**config.mk**
```make
export PLATFORM = sky130hd
export DESIGN_NAME = fw_ip1_top
export DESIGN_NICKNAME = d
export VERILOG_FILES = /design/src/design/fw_ip1_regs_pkg.sv /design/src/design/fw_ip1_test_pkg.sv /design/src/design/test_if.sv /design/src/design/config_regs.sv /design/src/design/configclk_generator.sv /design/src/design/exec_decoder.sv /design/src/design/fw_ip1_top.sv /design/src/design/sw_readout.sv /design/src/design/test1_sequencer.sv
export SDC_FILE = /design/constraint.sdc
export NUM_CORES = 1
export LEC_CHECK = 0
export ABC_AREA = 1
export BUFFER_PORTS_ARGS = -buffer_cell sky130_fd_sc_hd__buf_2
export CAP_MARGIN = 40
export CORE_UTILIZATION = 65
export CTS_CLUSTER_SIZE = 16
export DETAILED_ROUTE_END_ITERATION = 12
export PLACE_DENSITY_LB_ADDON = 0.3
export SYNTH_ARGS = -nofsm -noshare
export SYNTH_HDL_FRONTEND = slang
export SYNTH_SLANG_ARGS = --single-unit
```
**constraint.sdc**
```tcl
create_clock -name fw_axi_clk -period 5.32 [get_ports fw_axi_clk]
set_clock_uncertainty 0.1 [all_clocks]
set_input_delay 0.532 -clock fw_axi_clk [delete_from_list [all_inputs] [get_ports fw_axi_clk]]
set_output_delay 0.532 -clock fw_axi_clk [all_outputs]
set_load 0.02 [all_outputs]
```
**src/design/fw_ip1_regs_pkg.sv**
```systemverilog
/* register map of the test controller
   static register fields, array sizes and sticky status bit positions */

package fw_ip1_regs_pkg;

  // --------------------
  // configuration array
  localparam int CFG_WORDS   = 4;   // 16-bit words in the serial chain image
  localparam int CFG_ADDR_HI = 23;  // word address inside sw_write24
  localparam int CFG_ADDR_LO = 16;

  typedef logic [15:0] cfg_word_t;  // one array word

  // --------------------
  // static register
  localparam int FAST_PERIOD_HI    = 6;  // config clock period in fw_axi_clk cycles
  localparam int FAST_PERIOD_LO    = 0;
  localparam int SUPER_PIX_SEL_BIT = 7;
  localparam int PERIOD_WIDTH      = FAST_PERIOD_HI - FAST_PERIOD_LO + 1;

  // --------------------
  // sticky status word
  localparam int STATUS_RESET      = 0;
  localparam int STATUS_W_STATIC   = 1;
  localparam int STATUS_R_STATIC   = 2;
  localparam int STATUS_W_ARRAY    = 3;
  localparam int STATUS_R_ARRAY    = 4;
  localparam int STATUS_R_DATA     = 5;
  localparam int STATUS_EXECUTE    = 6;
  localparam int STATUS_TEST1_DONE = 12;  // mirrors sequencer done
  localparam int STATUS_EXEC_ERROR = 31;  // mirrors decoder error

endpackage

```
**src/design/fw_ip1_test_pkg.sv**
```systemverilog
/* test run definitions
   execute field positions, sequencer states and chain sizes */

package fw_ip1_test_pkg;

  localparam int CHAIN_BITS = 64;              // length of the asic config chain
  localparam int DATA_WORDS = CHAIN_BITS / 32; // readout words of captured data

  // --------------------
  // execute word fields
  localparam int DELAY_HI           = 6;   // count at which the chain advances
  localparam int DELAY_LO           = 0;
  localparam int SAMPLE_HI          = 13;  // count at which config_out is sampled
  localparam int SAMPLE_LO          = 7;
  localparam int TEST_NUM_HI        = 17;
  localparam int TEST_NUM_LO        = 14;
  localparam int LOOPBACK_BIT       = 18;
  localparam int MASK_RESET_NOT_BIT = 23;  // skip the asic reset pulse

  localparam int TEST1_NUMBER = 1;  // only test kept in this block
  localparam int MIN_DELAY    = 3;  // smaller delays race the sample point

  typedef enum logic [2:0] {
    IDLE      = 3'd0,
    RESET_NOT = 3'd1,
    LOAD      = 3'd2,
    SHIFT     = 3'd3,
    LATCH     = 3'd4,
    DONE      = 3'd5
  } test1_state_t;

  typedef logic [CHAIN_BITS-1:0] chain_t;

  // level on fw_config_load
  typedef enum logic {
    SHIFT_REG   = 1'b0,
    LOAD_CONFIG = 1'b1
  } shift_reg_mode_t;

endpackage

```
**src/design/test_if.sv**
```systemverilog
/* control and result of one test run
   shared by the execute decoder, the sequencer and the readout */
`timescale 1ns/1ns

interface test_if;
  import fw_ip1_test_pkg::*;

  // decoder side
  logic                       start;          // one-cycle run request
  logic [DELAY_HI-DELAY_LO:0] test_delay;
  logic [SAMPLE_HI-SAMPLE_LO:0] test_sample;
  logic                       loopback;
  logic                       mask_reset_not;
  logic                       error;          // level, last execute was rejected

  // sequencer side
  logic   busy;
  logic   done;     // level, held until the next start
  chain_t capture;  // bits read back from the chain

  modport decoder (
    output start, test_delay, test_sample, loopback, mask_reset_not, error,
    input  busy
  );

  modport sequencer (
    input  start, test_delay, test_sample, loopback, mask_reset_not,
    output busy, done, capture
  );

  modport readout (
    input done, error, capture
  );

endinterface

```
**src/design/config_regs.sv**
```systemverilog
/* static configuration register and the array words
   written by opcode strobes from the software bus */
`timescale 1ns/1ns

module config_regs (
  input  logic        fw_axi_clk,
  input  logic        op_code_w_reset,
  input  logic        op_code_w_cfg_static,
  input  logic        op_code_w_cfg_array,
  input  logic [23:0] sw_write24,
  output logic [23:0] cfg_static,
  output fw_ip1_regs_pkg::cfg_word_t [fw_ip1_regs_pkg::CFG_WORDS-1:0] cfg_array
);
  import fw_ip1_regs_pkg::*;

  logic [CFG_ADDR_HI-CFG_ADDR_LO:0] wr_addr;  // target word of an array write
  cfg_word_t                        wr_word;

  assign wr_addr = sw_write24[CFG_ADDR_HI:CFG_ADDR_LO];
  assign wr_word = sw_write24[$bits(cfg_word_t)-1:0];  // low half of the bus

  always_ff @(posedge fw_axi_clk) begin
    if (op_code_w_reset) begin
      cfg_static <= '0;
      cfg_array  <= '0;
    end else begin
      if (op_code_w_cfg_static) begin
        cfg_static <= sw_write24;  // whole 24-bit field
      end
      // compare against every slot so an address past the end hits nothing
      if (op_code_w_cfg_array) begin
        for (int i = 0; i < CFG_WORDS; i++) begin
          if (wr_addr == i) begin
            cfg_array[i] <= wr_word;
          end
        end
      end
    end
  end

endmodule

```
**src/design/configclk_generator.sv**
```systemverilog
/* counter based configuration clock
   period set in fw_axi_clk cycles, count exported as phase */
`timescale 1ns/1ns

module configclk_generator #(
  parameter int CNT_WIDTH = 7
) (
  input  logic                 fw_axi_clk,
  input  logic                 op_code_w_reset,
  input  logic [CNT_WIDTH-1:0] configclk_period,
  output logic [CNT_WIDTH-1:0] clk_counter,   // phase reference for the sequencer
  output logic                 configclk
);

  logic [CNT_WIDTH:0] half_period;  // one extra bit for period+1

  // runs 0 .. period then wraps
  always_ff @(posedge fw_axi_clk) begin
    if (op_code_w_reset) begin
      clk_counter <= '0;
    end else if (clk_counter >= configclk_period) begin
      clk_counter <= '0;  // also catches a period lowered mid-count
    end else begin
      clk_counter <= clk_counter + 1'b1;
    end
  end

  // high for the first half of each wrap
  assign half_period = ({1'b0, configclk_period} + 1'b1) >> 1;
  assign configclk   = {1'b0, clk_counter} < half_period;

endmodule

```
**src/design/exec_decoder.sv**
```systemverilog
/* execute opcode decoder
   latches the test fields, checks them and issues the run start */
`timescale 1ns/1ns

module exec_decoder (
  input  logic        fw_axi_clk,
  input  logic        op_code_w_reset,
  input  logic        op_code_w_execute,
  input  logic [23:0] sw_write24,
  input  logic [fw_ip1_regs_pkg::PERIOD_WIDTH-1:0] configclk_period,
  test_if.decoder     tif
);
  import fw_ip1_test_pkg::*;

  logic [DELAY_HI-DELAY_LO:0]       req_delay;   // fields as seen on the bus
  logic [SAMPLE_HI-SAMPLE_LO:0]     req_sample;
  logic [TEST_NUM_HI-TEST_NUM_LO:0] req_number;
  logic                             fields_ok;
  logic                             accept;      // execute taken this edge

  assign req_delay  = sw_write24[DELAY_HI:DELAY_LO];
  assign req_sample = sw_write24[SAMPLE_HI:SAMPLE_LO];
  assign req_number = sw_write24[TEST_NUM_HI:TEST_NUM_LO];

  // both phase points must fall inside one config clock wrap
  assign fields_ok = (req_number == TEST1_NUMBER) &&
                     (req_delay >= MIN_DELAY) &&
                     (req_delay <= configclk_period) &&
                     (req_sample <= configclk_period);

  // a pending start counts as busy
  assign accept = op_code_w_execute && !tif.busy && !tif.start;

  always_ff @(posedge fw_axi_clk) begin
    if (op_code_w_reset) begin
      tif.start <= 1'b0;
      tif.error <= 1'b0;
    end else begin
      tif.start <= accept && fields_ok;  // drops again on the next edge
      if (accept) begin
        tif.error <= !fields_ok;
      end
    end
  end

  // run fields held for the whole run, the bus is free for reads afterwards
  always_ff @(posedge fw_axi_clk) begin
    if (accept) begin
      tif.test_delay     <= req_delay;
      tif.test_sample    <= req_sample;
      tif.loopback       <= sw_write24[LOOPBACK_BIT];
      tif.mask_reset_not <= sw_write24[MASK_RESET_NOT_BIT];
    end
  end

endmodule

```
**src/design/fw_ip1_top.sv**
```systemverilog
/* test controller top level
   config registers, config clock, execute decoder, test1 and readout */
`timescale 1ns/1ns

module fw_ip1_top (
  input  logic        fw_axi_clk,
  input  logic        op_code_w_reset,
  input  logic        op_code_w_cfg_static,
  input  logic        op_code_r_cfg_static,
  input  logic        op_code_w_cfg_array,
  input  logic        op_code_r_cfg_array,
  input  logic        op_code_r_data_array,
  input  logic        op_code_w_status_clear,
  input  logic        op_code_w_execute,
  input  logic [23:0] sw_write24,
  input  logic        fw_config_out,       // serial chain return from the asic
  output logic [31:0] fw_read_data32,
  output logic [31:0] fw_read_status32,
  output logic        fw_super_pixel_sel,
  output logic        fw_config_clk,
  output logic        fw_reset_not,
  output logic        fw_config_in,
  output logic        fw_config_load
);
  import fw_ip1_regs_pkg::*;

  logic [23:0]                   cfg_static;
  cfg_word_t [CFG_WORDS-1:0]     cfg_array;
  logic [PERIOD_WIDTH-1:0]       configclk_period;
  logic [PERIOD_WIDTH-1:0]       clk_counter;
  logic                          configclk;

  test_if tif ();  // run control between decoder, sequencer and readout

  assign configclk_period   = cfg_static[FAST_PERIOD_HI:FAST_PERIOD_LO];
  assign fw_super_pixel_sel = cfg_static[SUPER_PIX_SEL_BIT];

  config_regs u_config_regs (
    .fw_axi_clk, .op_code_w_reset, .op_code_w_cfg_static, .op_code_w_cfg_array,
    .sw_write24, .cfg_static, .cfg_array
  );

  configclk_generator #(.CNT_WIDTH(PERIOD_WIDTH)) u_configclk_generator (
    .fw_axi_clk, .op_code_w_reset, .configclk_period, .clk_counter, .configclk
  );

  exec_decoder u_exec_decoder (
    .fw_axi_clk, .op_code_w_reset, .op_code_w_execute, .sw_write24,
    .configclk_period, .tif(tif.decoder)
  );

  test1_sequencer u_test1_sequencer (
    .fw_axi_clk, .op_code_w_reset, .clk_counter, .configclk, .cfg_array,
    .fw_config_out, .tif(tif.sequencer), .fw_config_clk, .fw_reset_not,
    .fw_config_in, .fw_config_load
  );

  sw_readout u_sw_readout (
    .fw_axi_clk, .op_code_w_reset, .op_code_w_cfg_static, .op_code_r_cfg_static,
    .op_code_w_cfg_array, .op_code_r_cfg_array, .op_code_r_data_array,
    .op_code_w_status_clear, .op_code_w_execute, .sw_write24, .cfg_static,
    .cfg_array, .tif(tif.readout), .fw_read_data32, .fw_read_status32
  );

endmodule

```
**src/design/sw_readout.sv**
```systemverilog
/* software read mux with address range checks
   and the sticky status word with its clear */
`timescale 1ns/1ns

module sw_readout (
  input  logic        fw_axi_clk,
  input  logic        op_code_w_reset,
  input  logic        op_code_w_cfg_static,
  input  logic        op_code_r_cfg_static,
  input  logic        op_code_w_cfg_array,
  input  logic        op_code_r_cfg_array,
  input  logic        op_code_r_data_array,
  input  logic        op_code_w_status_clear,
  input  logic        op_code_w_execute,
  input  logic [23:0] sw_write24,
  input  logic [23:0] cfg_static,
  input  fw_ip1_regs_pkg::cfg_word_t [fw_ip1_regs_pkg::CFG_WORDS-1:0] cfg_array,
  test_if.readout     tif,
  output logic [31:0] fw_read_data32,
  output logic [31:0] fw_read_status32
);
  import fw_ip1_regs_pkg::*;
  import fw_ip1_test_pkg::*;

  logic [CFG_ADDR_HI-CFG_ADDR_LO:0] rd_addr;
  logic [31:0]                      status_q;
  logic                             reset_q;  // reset strobe one cycle late

  assign rd_addr = sw_write24[CFG_ADDR_HI:CFG_ADDR_LO];

  // --------------------
  // read mux, zero unless a read strobe is up
  always_comb begin
    fw_read_data32 = '0;
    if (op_code_r_cfg_static) begin
      fw_read_data32 = {8'h00, cfg_static};
    end else if (op_code_r_cfg_array) begin
      for (int i = 0; i < CFG_WORDS; i++) begin  // word past the end stays zero
        if (rd_addr == i)     fw_read_data32[15:0]  = cfg_array[i];
        if (rd_addr + 1 == i) fw_read_data32[31:16] = cfg_array[i];
      end
    end else if (op_code_r_data_array) begin
      for (int i = 0; i < DATA_WORDS; i++) begin
        if (rd_addr == i) fw_read_data32 = tif.capture[i*32 +: 32];
      end
    end
  end

  // --------------------
  // sticky status
  always_ff @(posedge fw_axi_clk) begin
    reset_q <= op_code_w_reset;
    if (op_code_w_reset || op_code_w_status_clear) begin
      status_q <= '0;  // clear beats any set
    end else begin
      if (reset_q)              status_q[STATUS_RESET]    <= 1'b1;  // lands once reset drops
      if (op_code_w_cfg_static) status_q[STATUS_W_STATIC] <= 1'b1;
      if (op_code_r_cfg_static) status_q[STATUS_R_STATIC] <= 1'b1;
      if (op_code_w_cfg_array)  status_q[STATUS_W_ARRAY]  <= 1'b1;
      if (op_code_r_cfg_array)  status_q[STATUS_R_ARRAY]  <= 1'b1;
      if (op_code_r_data_array) status_q[STATUS_R_DATA]   <= 1'b1;
      if (op_code_w_execute)    status_q[STATUS_EXECUTE]  <= 1'b1;
      status_q[STATUS_TEST1_DONE] <= tif.done;   // level copies
      status_q[STATUS_EXEC_ERROR] <= tif.error;
    end
  end

  assign fw_read_status32 = status_q;

endmodule

```
**src/design/test1_sequencer.sv**
```systemverilog
/* test1 state machine with the outgoing chain shift register
   and the capture register for the returned bits */
`timescale 1ns/1ns

module test1_sequencer (
  input  logic fw_axi_clk,
  input  logic op_code_w_reset,
  input  logic [fw_ip1_regs_pkg::PERIOD_WIDTH-1:0] clk_counter,
  input  logic configclk,
  input  fw_ip1_regs_pkg::cfg_word_t [fw_ip1_regs_pkg::CFG_WORDS-1:0] cfg_array,
  input  logic fw_config_out,
  test_if.sequencer tif,
  output logic fw_config_clk,
  output logic fw_reset_not,
  output logic fw_config_in,
  output logic fw_config_load
);
  import fw_ip1_test_pkg::*;

  test1_state_t                  state;
  chain_t                        chain_sr;     // bit 0 drives config_in
  logic [$clog2(CHAIN_BITS)-1:0] bit_cnt;      // captures so far
  logic                          sampled;      // current bit already captured
  logic                          wrap_seen;    // first counter zero passed
  logic                          at_wrap;
  logic                          wrap_done;    // one full wrap elapsed
  logic                          sample_now;
  logic                          shift_now;
  logic                          capture_bit;

  assign at_wrap   = (clk_counter == '0);
  assign wrap_done = at_wrap && wrap_seen;

  // sample strictly before shift for every bit
  assign sample_now  = (state == SHIFT) && !sampled && (clk_counter == tif.test_sample);
  assign shift_now   = (state == SHIFT) && sampled && (clk_counter == tif.test_delay);
  assign capture_bit = tif.loopback ? fw_config_in : fw_config_out;

  // --------------------
  // control
  always_ff @(posedge fw_axi_clk) begin
    if (op_code_w_reset) begin
      state        <= IDLE;
      tif.busy     <= 1'b0;
      tif.done     <= 1'b0;
      fw_reset_not <= 1'b0;  // asic held in reset with us
      wrap_seen    <= 1'b0;
      sampled      <= 1'b0;
      bit_cnt      <= '0;
    end else begin
      case (state)
        IDLE, DONE: begin
          fw_reset_not <= 1'b1;
          if (tif.start) begin
            state        <= RESET_NOT;
            tif.busy     <= 1'b1;
            tif.done     <= 1'b0;
            wrap_seen    <= 1'b0;
            fw_reset_not <= tif.mask_reset_not;  // masked run keeps asic out of reset
          end
        end
        RESET_NOT: begin
          if (at_wrap) wrap_seen <= 1'b1;
          if (wrap_done) begin
            state        <= LOAD;
            fw_reset_not <= 1'b1;
          end
        end
        LOAD: begin
          state   <= SHIFT;
          bit_cnt <= '0;
          sampled <= 1'b0;
        end
        SHIFT: begin
          if (sample_now) begin
            sampled <= 1'b1;
            bit_cnt <= bit_cnt + 1'b1;
            if (bit_cnt == CHAIN_BITS - 1) begin  // last bit in
              state     <= LATCH;
              wrap_seen <= 1'b0;
            end
          end
          if (shift_now) sampled <= 1'b0;
        end
        LATCH: begin
          if (at_wrap) wrap_seen <= 1'b1;
          if (wrap_done) begin
            state    <= DONE;
            tif.busy <= 1'b0;
            tif.done <= 1'b1;
          end
        end
        default: state <= IDLE;
      endcase
    end
  end

  // --------------------
  // chain out and capture in
  always_ff @(posedge fw_axi_clk) begin
    if (state == LOAD) begin
      chain_sr <= cfg_array;  // word 0 goes out first, lsb first
    end else if (shift_now) begin
      chain_sr <= {1'b0, chain_sr[CHAIN_BITS-1:1]};
    end
    if (sample_now) begin
      tif.capture <= {capture_bit, tif.capture[CHAIN_BITS-1:1]};  // lands at bit 0 after 64
    end
  end

  // asic pins, quiet outside their states
  assign fw_config_clk  = (state == SHIFT) && configclk;
  assign fw_config_in   = (state == SHIFT) && chain_sr[0];
  assign fw_config_load = (state == LATCH) ? LOAD_CONFIG : SHIFT_REG;

endmodule

```
Word-level counts from Yosys, hierarchy flattened
Index checks and enable logic that the tools add are counted.
- memories: 0
- RAM bits: 0
- memory bits (read-only): 0
- output and inout port bits: 69
- latch bits: 0
- bits in registers: 265
- input port bits: 34
- word-level logic and storage cells: 141
- shifts and indexed selects: 0
- $mul: 0
- reduce and logical (&&, ||, !) cells: 40
- bitwise logic cells: 0
- divide/modulo/power cells: 0
- eq/ne operators: 22
- magnitude comparators: 5
- multiplexer cells: 40
- $add $sub $neg: 4
- operators by type and width (cell ; number):
    two-way mux 32 bit ; 5
    two-way mux 16 bit ; 8
    two-way mux 64 bit ; 2
    == test 32 x 2 -> 1 bit, second input constant ; 2
    == test 32 x 1 -> 1 bit, second input constant ; 1
    logical NOT 32 bit ; 1
    == test 8 x 2 -> 1 bit, second input constant ; 2
    two-way mux 3 bit ; 5
    case mux 3 bit (5 select lines) ; 1
    == test 7 bit ; 2
    <= comparator 7 bit ; 2
    AND reduction 2 bit ; 7
    logical AND 1 bit ; 13
    two-way mux 1 bit ; 12
    case mux 6 bit (2 select lines) ; 1
    AND reduction 5 bit ; 2
    adder 8 x 1 -> 9 bit, second input constant ; 1
    adder 7 x 1 -> 8 bit, second input constant ; 1
    == test 8 x 1 -> 1 bit, second input constant ; 1
    logical NOT 8 bit ; 1
    != test 2 x 1 -> 1 bit, second input constant ; 4
    case mux 1 bit (2 select lines) ; 4
    nonzero test 2 bit ; 4
    adder 7 x 1 -> 7 bit, second input constant ; 1
    20 further kinds ; 28

Logic depth before layout (Yosys ltp)
- depth after elaboration: 8
- gate-level depth with buffers: 12
- mapped depth without buffers: 12

Cells and area by module
Synthesis repeated with hierarchy kept, for this count alone.
- cell total of the unflattened synthesis: 1696
- area, all modules: 13500.4 um^2
- by module, submodules not included (module ; instances ; cells an instance ; seq. area each (um^2) ; area each (um^2)):
    test1_sequencer ; 1 ; 517 ; 4124.0 ; 5725.5
    config_regs ; 1 ; 467 ; 1761.7 ; 3544.6
    sw_readout ; 1 ; 523 ; 200.2 ; 2562.5
    exec_decoder ; 1 ; 93 ; 520.5 ; 980.9
    configclk_generator ; 1 ; 96 ; 140.1 ; 686.9

Worst setup path before layout
Ideal clock, no wire load.
- kind: reg2reg
- start: register u_configclk_generator.clk_counter[2]
- end: register u_test1_sequencer.tif.capture[0] (enable)
- arrival time: 2.397 ns
- data required time: 4.790 ns
- buffers on the path: 1
- period minus slack after synthesis: 2.926 ns
- cell stages (with the launch flop): 5
- library setup time: 0.430 ns
- setup slack: 2.394 ns
- path through: dfxtp_1 clkbuf_1 xor2_1 nor3_1 and2_1
- cells in the longest elaborated chain, start to end: 2
- ends and longest elaborated chain (element ; RTL line ; source):
    from (decl) ; configclk_generator.sv:11 ; output logic [CNT_WIDTH-1:0] clk_counter,
    from (signal assigned) ; configclk_generator.sv:24 ; clk_counter <= clk_counter + 1'b1;
    == test 7 bit ; test1_sequencer.sv:35 ; assign sample_now = (state == SHIFT) && !sampled && (clk_counter == tif.test_sample);
    logical AND 1 bit ; test1_sequencer.sv:35 ;
    named net u_test1_sequencer.sample_now ; test1_sequencer.sv:27 ; logic sample_now;
    to (signal assigned) ; test1_sequencer.sv:107 ; tif.capture <= {capture_bit, tif.capture[CHAIN_BITS-1:1]};
    to (decl) ; test_if.sv:28 ; output busy, done, capture
The timed path passes the listed nets, and every way through them passes these cells.
A chain may end at the register's enable or synchronous reset.

Worst setup path in the final report
- start: input port sw_write24[23]
- end: output port fw_read_data32[26]
- cells in the longest elaborated chain, start to end: 8
- elaborated cells on any way between the ends: 16
- classes of those cells: 1 x add/sub; 4 x eq/ne; 9 x mux; 2 x reduce/logical
- ends and longest elaborated chain (element ; RTL line ; source):
    from (decl) ; fw_ip1_top.sv:15 ; input logic [23:0] sw_write24,
    adder 8 x 1 -> 9 bit ; sw_readout.sv:40 ; if (rd_addr + 1 == i) fw_read_data32[31:16] = cfg_array[i];
    logical NOT 32 bit ; sw_readout.sv:40 ;
    two-way mux 16 bit (4 in a row) ; sw_readout.sv:40 ;
    two-way mux 32 bit * ; sw_readout.sv:37 ; end else if (op_code_r_cfg_array) begin
    two-way mux 32 bit * ; sw_readout.sv:35 ; if (op_code_r_cfg_static) begin
    to (decl) ; fw_ip1_top.sv:17 ; output logic [31:0] fw_read_data32,
Every way passes the cells marked *; elsewhere a longest branch is shown, timed or not.

==> flow_summary.toml <==
[die]
dieArea_um2 = 19620
fp.dieH_um = 140.1
ios = 103
die_x_um = 140.1
core_um2 = 18710
rows = 50
initial_core_util_pct = 66.23

[drt]
drtIter0Drc = 1085
drt-total-wl_um = 33610
post_drt_wl_per_cell_um = 19.91
vias_per_cell = 6.101
firstDrtPassIters = 6
vias = 10300
ant_nets = 0
drc = 0

[synthesis]
synthCells = 1382
synth_seq_cells = 265
synth.yosys.seq_area_share_pct = 54.45
synth_cell_types = 41
syn_avg_cell_area_um2 = 8.965
synth_warnings = 0
syn_area_um2 = 12390

[setup_path]
cp.required_ns = 4.69
critPathLaunch = "sw_write24[23]"
arrival_ns = 2.93
cp_max_fo = 25
rr_worst_depth = 8
start_kind = "primary input"
endpoint_kind = "output port"
reg2reg_from = "u_configclk_generator.clk_counter[1]"
path_class = "in2out"

[min_path]
hold_depth = 1
hold_class = "in2reg"
min-delay-start = "sw_write24[7]"

[clocking]
cts_tree = "done"
clkLatencyLatePin_ns = 0.55
clockRootBuffer = "clkbuf_16"
cts_resized = 0
numCtsBuffers = 27
clkSlewWorstSetupHoldPaths_ns = 0.06
clock_path_buffers = 3
htreeDepth = 1
cts-hold-fix-buffers = 0
cts.sinks = 265
cts_setup_buffers = 0

[pwr]
power_mw = 4.713
pwr_density_cell_nw_per_um2 = 342.6
power.leakage_nw = 5.382
ir_worst_vdd_uv = 271.3

[timing]
tightestPinTransition_ns = 0.9592
setup_tns_ns = 0
finalCriticalPeriod_ns = 3.557
fmax_ghz = 0.2811
rsz0062_at_grt = "false"
fin_crit_sh_pct = 66.87
finalMaxSlewViolations = 0
final-setup-viol-count = 0
hold_violations = 0
slew_headroom_pct = 35.85

[grt]
grt_pass1_vias = 9720
grt_remaining_overflow = 0
grt_usage_pct = 34.74
grt_max_degree = 77
grt_first_pass_wirelength_um = 52530
antenna_found_initial = 1

[layout]
drive_gt1_share_pct = 11.35
syn_to_final_growth_pct = 11.04
final_nets = 1498
num-fill-cells = 1374
n_antenna_cell = 0

[place]
hpwl_um = 23500
portBuffers = 79
globalplace.congestion = 0.9611

[run]
drv_cap = 0

[outcome]
status = "finished clean"
-- registers in the layout (all words and copies together), names as in the netlist --
signal,count
u_exec_decoder.tif.mask_reset_not,1
u_configclk_generator.clk_counter,7
u_test1_sequencer.tif.busy,1
u_sw_readout.reset_q,1
u_test1_sequencer.fw_reset_not,1
u_test1_sequencer.chain_sr,64
u_sw_readout.fw_read_status32,9
u_test1_sequencer.tif.done,1
u_exec_decoder.tif.loopback,1
u_exec_decoder.tif.test_delay,7
u_test1_sequencer.bit_cnt,6
u_test1_sequencer.sampled,1
u_test1_sequencer.wrap_seen,1
u_config_regs.cfg_array,64
u_test1_sequencer.tif.capture,64
u_exec_decoder.tif.start,1
u_test1_sequencer.state,3
u_config_regs.cfg_static,24
u_exec_decoder.tif.test_sample,7
u_exec_decoder.tif.error,1
-- synth_stat cells, drive strengths merged --
library cell | count | area, µm²
a22o | 31 | 271.5
conb | 1 | 3.750
nand4 | 7 | 43.79
nand3 | 29 | 150.1
ha | 31 | 387.9
a211oi | 33 | 247.7
xor2 | 10 | 87.58
o21ai | 118 | 590.6
o21a | 1 | 7.510
xnor2 | 2 | 17.52
buf | 61 | 385.4
and2 | 1 | 6.260
clkbuf | 36 | 135.1
nor2 | 140 | 545.5
edfxtp | 144 | 4324
nand2 | 257 | 972.2
a22oi | 1 | 7.510
nor4 | 2 | 27.53
inv | 124 | 465.5
nand3b | 1 | 7.510
mux2 | 1 | 11.26
or2 | 3 | 18.77
o2111ai | 1 | 8.760
nor3b | 5 | 37.54
nor3 | 16 | 107.6
o211ai | 28 | 210.2
dfxtp | 121 | 2422
o31ai | 1 | 7.510
a21oi | 176 | 880.8
-- metrics by stage --
stage / instances / hold slack, ns / setup WS (ns) / utilization, % / area (µm²)
final: 1688 / 0.1061 / 1.763 / 73.55 / 13760
after global routing: 1688 / 0.09472 / 1.577 / 73.55 / 13760
after CTS: 1688 / 0.09022 / 1.858 / 73.55 / 13760
after detailed placement: 1638 / 0.3347 / 1.907 / 68.87 / 12880
after global placement: 1632 / 0.3178 / 1.900 / 68.16 / 12750
after floorplan: 1404 / 0.3084 / 2.394 / - / 12470
-- metal layers --
metal  GRT usage [%]  wire (µm)  vias up
met4           19.20       1878        2
met5               0         13        -
met1           45.22      13170     4876
met3           5.641       2724      115
met2           55.84      15820      520
li1                -          -     4786
-- layout by cell type (no fill, tap or decap), drive strengths merged, types with 31 or more instances in the layout --
cell type,synthesis,routed
buf,61,97
a22o,31,31
a21oi,176,176
inv,124,125
o21ai,118,118
nor2,140,140
a211oi,33,33
clkbuf,36,36
nand2,257,257
ha,31,31
dfxtp,121,121
edfxtp,144,144
-- worst max-delay path: stages --
cell and delay (ns):
buf_2 0.15, nor2_1 0.17, nand2_2 0.21, nor3_4 0.79, inv_2 0.30, o211ai_1 0.21, a21oi_1 0.15, nor2_1 0.22
buf_2 0.20
-- path summary, 6_finish.rpt --
kind / to / slack, ns
min reg2reg: u_test1_sequencer.tif.capture[62] / 0.36
max reg2reg: u_test1_sequencer.tif.capture[21] / 2.56
max: fw_read_data32[26] / 1.76
min: u_exec_decoder.tif.test_sample[0] / 0.11
-- kinds of logic after synthesis --
| family | after synthesis | share of synthesized area (%) |
|---|---|---|
| AND/OR/NAND/NOR | 461 | 15.47 |
| AO/OA/AOI/OAI | 390 | 18.02 |
| adder cells (fa/ha/maj) | 31 | 3.131 |
| flip-flops | 265 | 54.45 |
| multiplexers | 1 | 0.09088 |
| XOR/XNOR | 12 | 0.8483 |
| buffers and inverters | 221 | 7.958 |
| other | 1 | 0.03027 |
-- layout make-up --
cell class / instances / area, µm² / share of cell area [%]
inverter: 124 / 465.4 / 3.383
clock buffer: 36 / 730.7 / 5.312
sequential: 265 / 6746 / 49.04
multi-input combinational: 918 / 4760 / 34.60
timing repair buffer: 97 / 618.1 / 4.493
tap: 234 / 292.8 / 2.128
clock inverter: 14 / 143.9 / 1.046
-- where the power goes --
part,internal (mW),switching [mW]
clock,1.07,0.805
combinational,0.164,0.381
sequential,2.24,0.0478
total,3.48,1.23
(Power assumes the default switching activity.)
